<file path="src/logic/emesh_pkg.sv">
package emesh_pkg;

   //##########################################################################
   // Widths
   //##########################################################################
   localparam int AW = 32;                // Address and data word
   localparam int PW = 2*AW + 40;         // Flat packet, 104 bits

   typedef logic [AW-1:0] addr_t;         // Address or data word
   typedef logic [PW-1:0] packet_t;       // Whole mesh packet

   typedef logic [3:0] ctrlmode_t;        // Ctrlmode tag as driven to the serializer
   typedef logic [4:0] ctrlmode_field_t;  // Full ctrlmode field in the packet
   typedef logic [1:0] datamode_t;        // Transfer size code

   //##########################################################################
   // Field positions in the flat packet
   //##########################################################################
   localparam int WRITE_BIT = 0;          // 1 = write, 0 = read

   localparam int DATAMODE_LSB = 1;
   localparam int DATAMODE_MSB = 2;

   // Five bits, top bit dropped on forward
   localparam int CTRLMODE_LSB = 3;
   localparam int CTRLMODE_MSB = 7;

   localparam int DSTADDR_LSB = 8;        // Target address
   localparam int DSTADDR_MSB = DSTADDR_LSB + AW - 1;

   localparam int DATA_LSB = DSTADDR_MSB + 1;
   localparam int DATA_MSB = DATA_LSB + AW - 1;

   // Return address for read responses
   localparam int SRCADDR_LSB = DATA_MSB + 1;
   localparam int SRCADDR_MSB = SRCADDR_LSB + AW - 1;

endpackage

</file>
<file path="src/logic/etx_regmap_pkg.sv">
package etx_regmap_pkg;

   //##########################################################################
   // Address decode
   //##########################################################################
   localparam int RFAW = 6;                            // Register index width
   localparam int REG_IDX_LSB = 2;                     // Word aligned
   localparam int REG_IDX_MSB = REG_IDX_LSB + RFAW - 1;

   localparam int GROUP_LSB = 16;                      // Group code in dstaddr
   localparam int GROUP_MSB = 19;
   localparam logic [3:0] GROUP_MMR = 4'hf;            // Memory mapped registers
   localparam logic [3:0] GROUP_MMU = 4'he;            // MMU table
   localparam int MMU_SEL_BIT = 15;                    // Must be low for MMU

   // Sub group inside MMR space
   localparam int TXGRP_LSB = 8;
   localparam int TXGRP_MSB = 10;
   localparam logic [2:0] GROUP_TX = 3'b000;

   typedef logic [RFAW-1:0] reg_idx_t;
   typedef logic [15:0]     status_t;                  // Sticky status bits
   typedef logic [8:0]      gpio_t;                    // Static pin values
   typedef logic [15:0]     cfg_t;                     // Config register
   typedef logic [15:0]     version_t;

   // Register indices
   localparam reg_idx_t REG_VERSION = 6'd0;
   localparam reg_idx_t REG_CFG     = 6'd1;
   localparam reg_idx_t REG_STATUS  = 6'd2;
   localparam reg_idx_t REG_GPIO    = 6'd3;
   localparam reg_idx_t REG_MONITOR = 6'd4;
   localparam reg_idx_t REG_PACKET  = 6'd5;            // Read only sampler

   localparam version_t VERSION_RESET = 16'h0102;

   //##########################################################################
   // Config register fields
   //##########################################################################
   localparam int CFG_TX_EN        = 0;
   localparam int CFG_MMU_EN       = 1;
   localparam int CFG_REMAP_LSB    = 2;
   localparam int CFG_REMAP_MSB    = 3;
   localparam int CFG_CTRLMODE_LSB = 4;
   localparam int CFG_CTRLMODE_MSB = 7;
   localparam int CFG_BYPASS       = 9;
   localparam int CFG_BURST        = 10;
   localparam int CFG_GPIO_LSB     = 10;                // Overlaps burst bit
   localparam int CFG_GPIO_MSB     = 11;
   localparam logic [1:0] REMAP_ON = 2'b01;
   localparam logic [1:0] GPIO_ON  = 2'b01;

endpackage

</file>
<file path="src/logic/etx_cfg.sv">
`timescale 1ns/1ps

module etx_cfg
(
   input  logic                      clk,
   input  logic                      nreset,
   input  logic                      cfg_access,      // Register access strobe
   input  logic                      etx_access,      // Transmit traffic strobe
   input  logic                      etx_wait,        // Freezes the forward stage
   input  emesh_pkg::packet_t        etx_packet,
   input  etx_regmap_pkg::status_t   status_sync,     // Already synchronized
   output logic                      cfg_mmu_access,
   output logic                      etx_cfg_access,  // Toward the receive side
   output emesh_pkg::packet_t        etx_cfg_packet,
   output logic                      tx_enable,
   output logic                      mmu_enable,
   output logic                      gpio_enable,     // Pins forced to gpio_data
   output logic                      remap_enable,
   output logic                      burst_enable,
   output etx_regmap_pkg::gpio_t     gpio_data,
   output emesh_pkg::ctrlmode_t      ctrlmode,
   output logic                      ctrlmode_bypass
);

   //##########################################################################
   // Packet fields
   //##########################################################################
   logic                         write_in;
   emesh_pkg::datamode_t         datamode_in;
   emesh_pkg::ctrlmode_field_t   ctrlmode_in;
   emesh_pkg::addr_t             dstaddr_in;
   emesh_pkg::addr_t             data_in;
   emesh_pkg::addr_t             srcaddr_in;

   assign write_in    = etx_packet[emesh_pkg::WRITE_BIT];
   assign datamode_in = etx_packet[emesh_pkg::DATAMODE_MSB:emesh_pkg::DATAMODE_LSB];
   assign ctrlmode_in = etx_packet[emesh_pkg::CTRLMODE_MSB:emesh_pkg::CTRLMODE_LSB];
   assign dstaddr_in  = etx_packet[emesh_pkg::DSTADDR_MSB:emesh_pkg::DSTADDR_LSB];
   assign data_in     = etx_packet[emesh_pkg::DATA_MSB:emesh_pkg::DATA_LSB];
   assign srcaddr_in  = etx_packet[emesh_pkg::SRCADDR_MSB:emesh_pkg::SRCADDR_LSB];

   //##########################################################################
   // Decode
   //##########################################################################
   etx_regmap_pkg::reg_idx_t reg_idx;
   logic tx_match;
   logic ecfg_read;
   logic ecfg_write;
   logic version_we;
   logic cfg_we;
   logic status_we;
   logic gpio_we;
   logic monitor_we;

   assign reg_idx = dstaddr_in[etx_regmap_pkg::REG_IDX_MSB:etx_regmap_pkg::REG_IDX_LSB];

   // MMR space and TX sub group
   assign tx_match =
      cfg_access &
      (dstaddr_in[etx_regmap_pkg::GROUP_MSB:etx_regmap_pkg::GROUP_LSB] ==
       etx_regmap_pkg::GROUP_MMR) &
      (dstaddr_in[etx_regmap_pkg::TXGRP_MSB:etx_regmap_pkg::TXGRP_LSB] ==
       etx_regmap_pkg::GROUP_TX);

   // Lower half of the MMU group only
   assign cfg_mmu_access =
      cfg_access &
      (dstaddr_in[etx_regmap_pkg::GROUP_MSB:etx_regmap_pkg::GROUP_LSB] ==
       etx_regmap_pkg::GROUP_MMU) &
      ~dstaddr_in[etx_regmap_pkg::MMU_SEL_BIT];

   assign ecfg_read  = tx_match & ~write_in;
   assign ecfg_write = tx_match &  write_in;

   assign version_we = ecfg_write & (reg_idx == etx_regmap_pkg::REG_VERSION);
   assign cfg_we     = ecfg_write & (reg_idx == etx_regmap_pkg::REG_CFG);
   assign status_we  = ecfg_write & (reg_idx == etx_regmap_pkg::REG_STATUS);
   assign gpio_we    = ecfg_write & (reg_idx == etx_regmap_pkg::REG_GPIO);
   assign monitor_we = ecfg_write & (reg_idx == etx_regmap_pkg::REG_MONITOR);

   //##########################################################################
   // Register file
   //##########################################################################
   etx_regmap_pkg::cfg_t      tx_cfg_reg;
   etx_regmap_pkg::gpio_t     tx_gpio_reg;
   etx_regmap_pkg::version_t  tx_version_reg;
   etx_regmap_pkg::status_t   tx_status_reg;
   emesh_pkg::addr_t          tx_monitor_reg;
   emesh_pkg::addr_t          tx_packet_reg;   // Last transmitted dstaddr
   logic                      mon_inc;

   assign mon_inc = etx_access & ~etx_wait;     // One transaction accepted

   always_ff @(posedge clk)
   begin
      if (!nreset)
      begin
         tx_cfg_reg     <= '0;
         tx_gpio_reg    <= '0;
         tx_version_reg <= etx_regmap_pkg::VERSION_RESET;
         tx_status_reg  <= '0;
         tx_monitor_reg <= '0;
         tx_packet_reg  <= '0;
      end
      else
      begin
         if (cfg_we)
            tx_cfg_reg <= data_in[15:0];
         if (gpio_we)
            tx_gpio_reg <= data_in[8:0];
         if (version_we)
            tx_version_reg <= data_in[15:0];
         // Write replaces, otherwise accumulate new events
         if (status_we)
            tx_status_reg <= data_in[15:0];
         else
            tx_status_reg <= tx_status_reg | status_sync;
         if (monitor_we)
            tx_monitor_reg <= data_in;
         else
            tx_monitor_reg <= tx_monitor_reg + {{(emesh_pkg::AW-1){1'b0}}, mon_inc};
         if (etx_access)
            tx_packet_reg <= dstaddr_in;          // Debug sampler
      end
   end

   // Static controls
   assign tx_enable       = tx_cfg_reg[etx_regmap_pkg::CFG_TX_EN];
   assign mmu_enable      = tx_cfg_reg[etx_regmap_pkg::CFG_MMU_EN];
   assign remap_enable    =
      (tx_cfg_reg[etx_regmap_pkg::CFG_REMAP_MSB:etx_regmap_pkg::CFG_REMAP_LSB] ==
       etx_regmap_pkg::REMAP_ON);
   assign ctrlmode        =
      tx_cfg_reg[etx_regmap_pkg::CFG_CTRLMODE_MSB:etx_regmap_pkg::CFG_CTRLMODE_LSB];
   assign ctrlmode_bypass = tx_cfg_reg[etx_regmap_pkg::CFG_BYPASS];
   assign burst_enable    = tx_cfg_reg[etx_regmap_pkg::CFG_BURST];
   assign gpio_enable     =
      (tx_cfg_reg[etx_regmap_pkg::CFG_GPIO_MSB:etx_regmap_pkg::CFG_GPIO_LSB] ==
       etx_regmap_pkg::GPIO_ON);
   assign gpio_data       = tx_gpio_reg;

   //##########################################################################
   // Readback
   //##########################################################################
   emesh_pkg::addr_t rd_mux;
   emesh_pkg::addr_t cfg_dout;

   always_comb
   begin
      case (reg_idx)
         etx_regmap_pkg::REG_VERSION: rd_mux = {16'h0000, tx_version_reg};
         etx_regmap_pkg::REG_CFG:     rd_mux = {16'h0000, tx_cfg_reg};
         etx_regmap_pkg::REG_STATUS:  rd_mux = {16'h0000, tx_status_reg};
         etx_regmap_pkg::REG_GPIO:    rd_mux = {23'h000000, tx_gpio_reg};
         etx_regmap_pkg::REG_MONITOR: rd_mux = tx_monitor_reg;
         etx_regmap_pkg::REG_PACKET:  rd_mux = tx_packet_reg;
         default:                     rd_mux = '0;   // Unmapped index reads zero
      endcase
   end

   // Same timing as the forward stage, so data lines up with its packet
   always_ff @(posedge clk)
   begin
      if (!nreset)
         cfg_dout <= '0;
      else if (!etx_wait)
         cfg_dout <= ecfg_read ? rd_mux : '0;
   end

   //##########################################################################
   // Forward stage
   //##########################################################################
   logic                         write_out;
   logic                         read_sel;
   emesh_pkg::datamode_t         datamode_out;
   emesh_pkg::ctrlmode_field_t   ctrlmode_out;
   emesh_pkg::addr_t             dstaddr_out;
   emesh_pkg::addr_t             data_out;
   emesh_pkg::addr_t             srcaddr_out;
   emesh_pkg::addr_t             data_mux;

   always_ff @(posedge clk)
   begin
      if (!nreset)
      begin
         etx_cfg_access <= 1'b0;
         read_sel       <= 1'b0;
         write_out      <= 1'b0;
         datamode_out   <= '0;
         ctrlmode_out   <= '0;
         dstaddr_out    <= '0;
         data_out       <= '0;
         srcaddr_out    <= '0;
      end
      else if (!etx_wait)                       // Hold everything on wait
      begin
         etx_cfg_access <= cfg_access;
         read_sel       <= ecfg_read;
         write_out      <= write_in | ecfg_read;   // Read turns into write
         datamode_out   <= datamode_in;
         ctrlmode_out   <= {1'b0, ctrlmode_in[3:0]};
         dstaddr_out    <= ecfg_read ? srcaddr_in : dstaddr_in;  // Back to requester
         data_out       <= data_in;
         srcaddr_out    <= srcaddr_in;
      end
   end

   assign data_mux = read_sel ? cfg_dout : data_out;

   // Pack outgoing packet
   always_comb
   begin
      etx_cfg_packet[emesh_pkg::WRITE_BIT] = write_out;
      etx_cfg_packet[emesh_pkg::DATAMODE_MSB:emesh_pkg::DATAMODE_LSB] = datamode_out;
      etx_cfg_packet[emesh_pkg::CTRLMODE_MSB:emesh_pkg::CTRLMODE_LSB] = ctrlmode_out;
      etx_cfg_packet[emesh_pkg::DSTADDR_MSB:emesh_pkg::DSTADDR_LSB]   = dstaddr_out;
      etx_cfg_packet[emesh_pkg::DATA_MSB:emesh_pkg::DATA_LSB]         = data_mux;
      etx_cfg_packet[emesh_pkg::SRCADDR_MSB:emesh_pkg::SRCADDR_LSB]   = srcaddr_out;
   end

endmodule

</file>
<file path="src/logic/etx_status_sync.sv">
`timescale 1ns/1ps

module etx_status_sync
(
   input  logic                    clk,
   input  logic                    nreset,
   input  etx_regmap_pkg::status_t din,   // Asynchronous status lines
   output etx_regmap_pkg::status_t dout   // Safe in clk domain
);

   // First stage, may go metastable
   etx_regmap_pkg::status_t sync_q1;

   // Two flops back to back
   always_ff @(posedge clk)
   begin
      if (!nreset)
      begin
         sync_q1 <= '0;
         dout    <= '0;
      end
      else
      begin
         sync_q1 <= din;
         dout    <= sync_q1;      // Settled by now
      end
   end

endmodule

</file>
<file path="src/logic/etx_top.sv">
`timescale 1ns/1ps

module etx_top
(
   input  logic                      clk,
   input  logic                      nreset,
   // Access side
   input  logic                      cfg_access,
   input  logic                      etx_access,
   input  emesh_pkg::packet_t        etx_packet,
   input  logic                      etx_wait,
   input  etx_regmap_pkg::status_t   tx_status,        // From another clock domain
   // Forward path toward RX
   output logic                      etx_cfg_access,
   output emesh_pkg::packet_t        etx_cfg_packet,
   output logic                      cfg_mmu_access,
   // Static transmitter controls
   output logic                      tx_enable,
   output logic                      mmu_enable,
   output logic                      gpio_enable,
   output logic                      remap_enable,
   output logic                      burst_enable,
   output etx_regmap_pkg::gpio_t     gpio_data,
   output emesh_pkg::ctrlmode_t      ctrlmode,
   output logic                      ctrlmode_bypass
);

   //##########################################################################
   // Status crossing
   //##########################################################################
   etx_regmap_pkg::status_t status_sync;   // tx_status in clk domain

   etx_status_sync u_sync
   (
      .clk    (clk),
      .nreset (nreset),
      .din    (tx_status),
      .dout   (status_sync)
   );

   //##########################################################################
   // Register block
   //##########################################################################
   etx_cfg u_cfg
   (
      .clk             (clk),
      .nreset          (nreset),
      .cfg_access      (cfg_access),
      .etx_access      (etx_access),
      .etx_wait        (etx_wait),
      .etx_packet      (etx_packet),
      .status_sync     (status_sync),
      .cfg_mmu_access  (cfg_mmu_access),
      .etx_cfg_access  (etx_cfg_access),
      .etx_cfg_packet  (etx_cfg_packet),
      .tx_enable       (tx_enable),
      .mmu_enable      (mmu_enable),
      .gpio_enable     (gpio_enable),
      .remap_enable    (remap_enable),
      .burst_enable    (burst_enable),
      .gpio_data       (gpio_data),
      .ctrlmode        (ctrlmode),
      .ctrlmode_bypass (ctrlmode_bypass)
   );

endmodule

</file>
<file path="config.mk">
export PLATFORM = sky130hd
export DESIGN_NAME = etx_top
export DESIGN_NICKNAME = d
export VERILOG_FILES = /design/src/logic/emesh_pkg.sv /design/src/logic/etx_regmap_pkg.sv /design/src/logic/etx_cfg.sv /design/src/logic/etx_status_sync.sv /design/src/logic/etx_top.sv
export SDC_FILE = /design/constraint.sdc
export NUM_CORES = 1
export LEC_CHECK = 0
export BUFFER_PORTS_ARGS = -buffer_cell sky130_fd_sc_hd__buf_2
export CAP_MARGIN = 20
export CELL_PAD_IN_SITES_DETAIL_PLACEMENT = 1
export CELL_PAD_IN_SITES_GLOBAL_PLACEMENT = 2
export CORE_UTILIZATION = 25
export CTS_BUF_LIST = sky130_fd_sc_hd__clkbuf_8
export DETAILED_ROUTE_END_ITERATION = 8
export PLACE_DENSITY = 0.66
export SYNTH_ARGS = -nofsm -noshare
export SYNTH_HDL_FRONTEND = slang
export SYNTH_SLANG_ARGS = --single-unit
</file>
<file path="constraint.sdc">
create_clock -name clk -period 7.95 [get_ports clk]
set_input_delay 0.795 -clock clk [delete_from_list [all_inputs] [get_ports clk]]
set_output_delay 0.795 -clock clk [all_outputs]
set_load 0.02 [all_outputs]
</file>
==> metrics <==
status=complete, no violations; DRT iter0 DRCs=between 400 and 500; Top Ports=250; Die W=about 220 um; CP startpoint kind=primary input; Num CTS Buffers=54; max-cap violations=0; Worst Reg-to-Reg Cells=5; Hold Buf Count CTS=0; final setup TNS=0 ps; syn_nets=roughly 1,400; Post-CTS Setup Inserts=0; Register Area=5806 um^2; Rel. slew slack=between 20% and 30%; CTS resizes=0; setup violators final=0; Clock Skews=between 50 and 60 ps; most frequent cells in the layout=dfxtp_1 (290), buf_2 (246), nor2_1 (184); clock transition at the registers of the reported paths=approximately 60 ps; Die Ht=about 220 um; fin. max-slew vios=0; post-synthesis cell count=1,317; GRT Total Usage=16.74%; vias post-DR=just over 10,000; Clock Tree Buf Depth=3; Ys Warns=0; Critical Path Fanout Max=20; RSZ-0062 raised after global routing=no; most common cell after layout, fill and taps aside=dfxtp_1; first-pass GRT wire length=around 63,000 um; CP Class=in2reg; pwr/cell area=roughly 230 nW/um^2; mean post-synth cell area=~9 um^2; power after layout=approximately 0.0033 W; area of the multi-input gates=between 5000 and 6000 um^2; num rows=about 80; Nets=1,659; Synth Register Bits=290; leak pwr=6.348 nW; Post-synth EDFFs=0; R2R setup slack=just under 6000 ps; CP arrival=roughly 3700 ps; reg2reg start=u_cfg.tx_monitor_reg[2]; Syn-to-layout area delta=23.19%; H-tree level count=2; Mapped Area=11,980 um^2; Worst VDD drop=~0.11 mV; hold_sp=tx_status[8]; Die ar.=48,810 um^2; antenna fix cells=0; first-pass iteration count of the detailed router=5; largest net degree at the start of global routing=72; CP Capture Type=flip-flop; initial antenna violation count=1; post-synthesis sequential area ratio=a little under 50%; fin crit period=between 3000 and 4000 ps; Remaining DRCs=0; starting density of the core=between 20% and 30%; Total Wirelength=41,390 um; Synth Flop Type=dfxtp_1; GPL Wtd Cong=a little under 0.8; Final Hold Vio Count=0; Wirelength per Cell=around 19 um; Final ANT Viol Nets=0; TritonCTS clock tree=built; Hold Crit Depth=2; WP data required=roughly 8500 ps; CTS root buf=clkbuf_8; Max Fclk=just over 0.3 GHz; clk_lat worst skew=between 600 and 700 ps; placed wire-length estimate=roughly 29,000 um; CTS sink cnt=290; vias in the first global route=around 10,000; Hold Path Class=in2reg; IO Port Bufs=247; Synth cell types=44; grt ovf=0; core area=approximately 47,000 um^2; Final Cycle Share=between 40% and 50%; fraction of layout cells with a size suffix above 1=a little over a quarter; worst-margin pin slew=between 1000 and 1500 ps; Vias/cell=4.643; Async SR Flop Fraction=0%; RR Endpoint=u_cfg.tx_monitor_reg[25]; fill cell count=roughly 5,500; Min-Delay Endpoint=u_sync.sync_q1[8]
how the worst max path moves through the flow:
stage                    from                  endpoint  slack, ps  depth (start not counted)
2_1_floorplan      etx_access  u_cfg.tx_monitor_reg[14]       4590                         11
3_3_place_gp       etx_access  u_cfg.tx_monitor_reg[14]       4010                         10
3_5_place_dp       etx_access  u_cfg.tx_monitor_reg[14]       3990                         10
4_1_cts            etx_access  u_cfg.tx_monitor_reg[24]       4690                         10
5_1_grt        etx_packet[12]        u_cfg.gpio_data[6]       4620                          6
6_report       etx_packet[12]        u_cfg.gpio_data[6]       4740                          6
power breakdown:
part / switching [W] / total (W) / internal [W]
clock: 0.000663 / 0.00149 / 0.000824
sequential: 0.0000287 / 0.00154 / 0.00151
combinational: 0.000191 / 0.000301 / 0.000110
stage by stage:
stage	util, %	instances	hold WS, ps	setup WS (ps)	area, um^2
3_3_place_gp	29.03	2082	421.7	4007	13630
6_report	31.44	2178	341.9	4736	14760
4_1_cts	31.43	2177	263.8	4694	14760
5_1_grt	31.44	2178	297.9	4623	14760
3_5_place_dp	29.03	2082	419.9	3989	13630
2_1_floorplan	-	1317	411.9	4592	11980
cell families (layout without fill, tap and decap cells):
family          Yosys count  count (layout)  share of synthesized area (%)
compound gates          238             238                          12.22
buf+inv                 108             362                          4.124
other cells               1               1                        0.03129
mux                     187             187                          16.05
fa+ha+maj                 2               2                         0.2088
flops                   290             290                          48.44
simple gates            461             461                          16.74
xor+xnor                 30              30                          2.193
synth_stat cells (11+ instances only):
| master | n | share of area [%] |
|---|---|---|
| clkbuf_1 | 68 | 2.1 |
| xor2_1 | 19 | 1.4 |
| dfxtp_1 | 290 | 48 |
| nor2_1 | 185 | 5.8 |
| a211oi_2 | 11 | 1.1 |
| and2_1 | 33 | 1.7 |
| mux2_2 | 41 | 3.9 |
| buf_1 | 11 | 0.34 |
| o21ai_0 | 55 | 2.3 |
| a31oi_1 | 25 | 1.3 |
| nand3_1 | 18 | 0.75 |
| a211oi_1 | 25 | 1.6 |
| o21ai_1 | 19 | 0.79 |
| xnor2_1 | 11 | 0.80 |
| nand4_1 | 14 | 0.73 |
| a22oi_1 | 16 | 1.0 |
| a21oi_1 | 66 | 2.8 |
| nand2_1 | 170 | 5.3 |
| mux2i_1 | 146 | 12 |
final cells by class:
type	instances	area share, %
Tap cell	607	5.145
Sequential cell	290	39.33
Clock inverter	25	1.093
Multi-Input combinational cell	919	38.60
Timing Repair Buffer	262	9.153
Clock buffer	70	6.526
Inverter	5	0.1610
metal layers:
metal  routed length, um  track usage (%)  vias to the layer above
met2               19720            28.24                      220
met1               19190            21.67                     4877
met3                1597            2.921                       58
li1                    -                -                     4956
met5                  14                0                        -
met4                 864            5.188                        2
worst max-delay path, stage by stage:
cell,delay (ps)
buf_2,140
or4_1,960
nor4_1,710
nand3_1,700
mux2i_1,370
nor2_1,60
(Power assumes the default switching activity.)
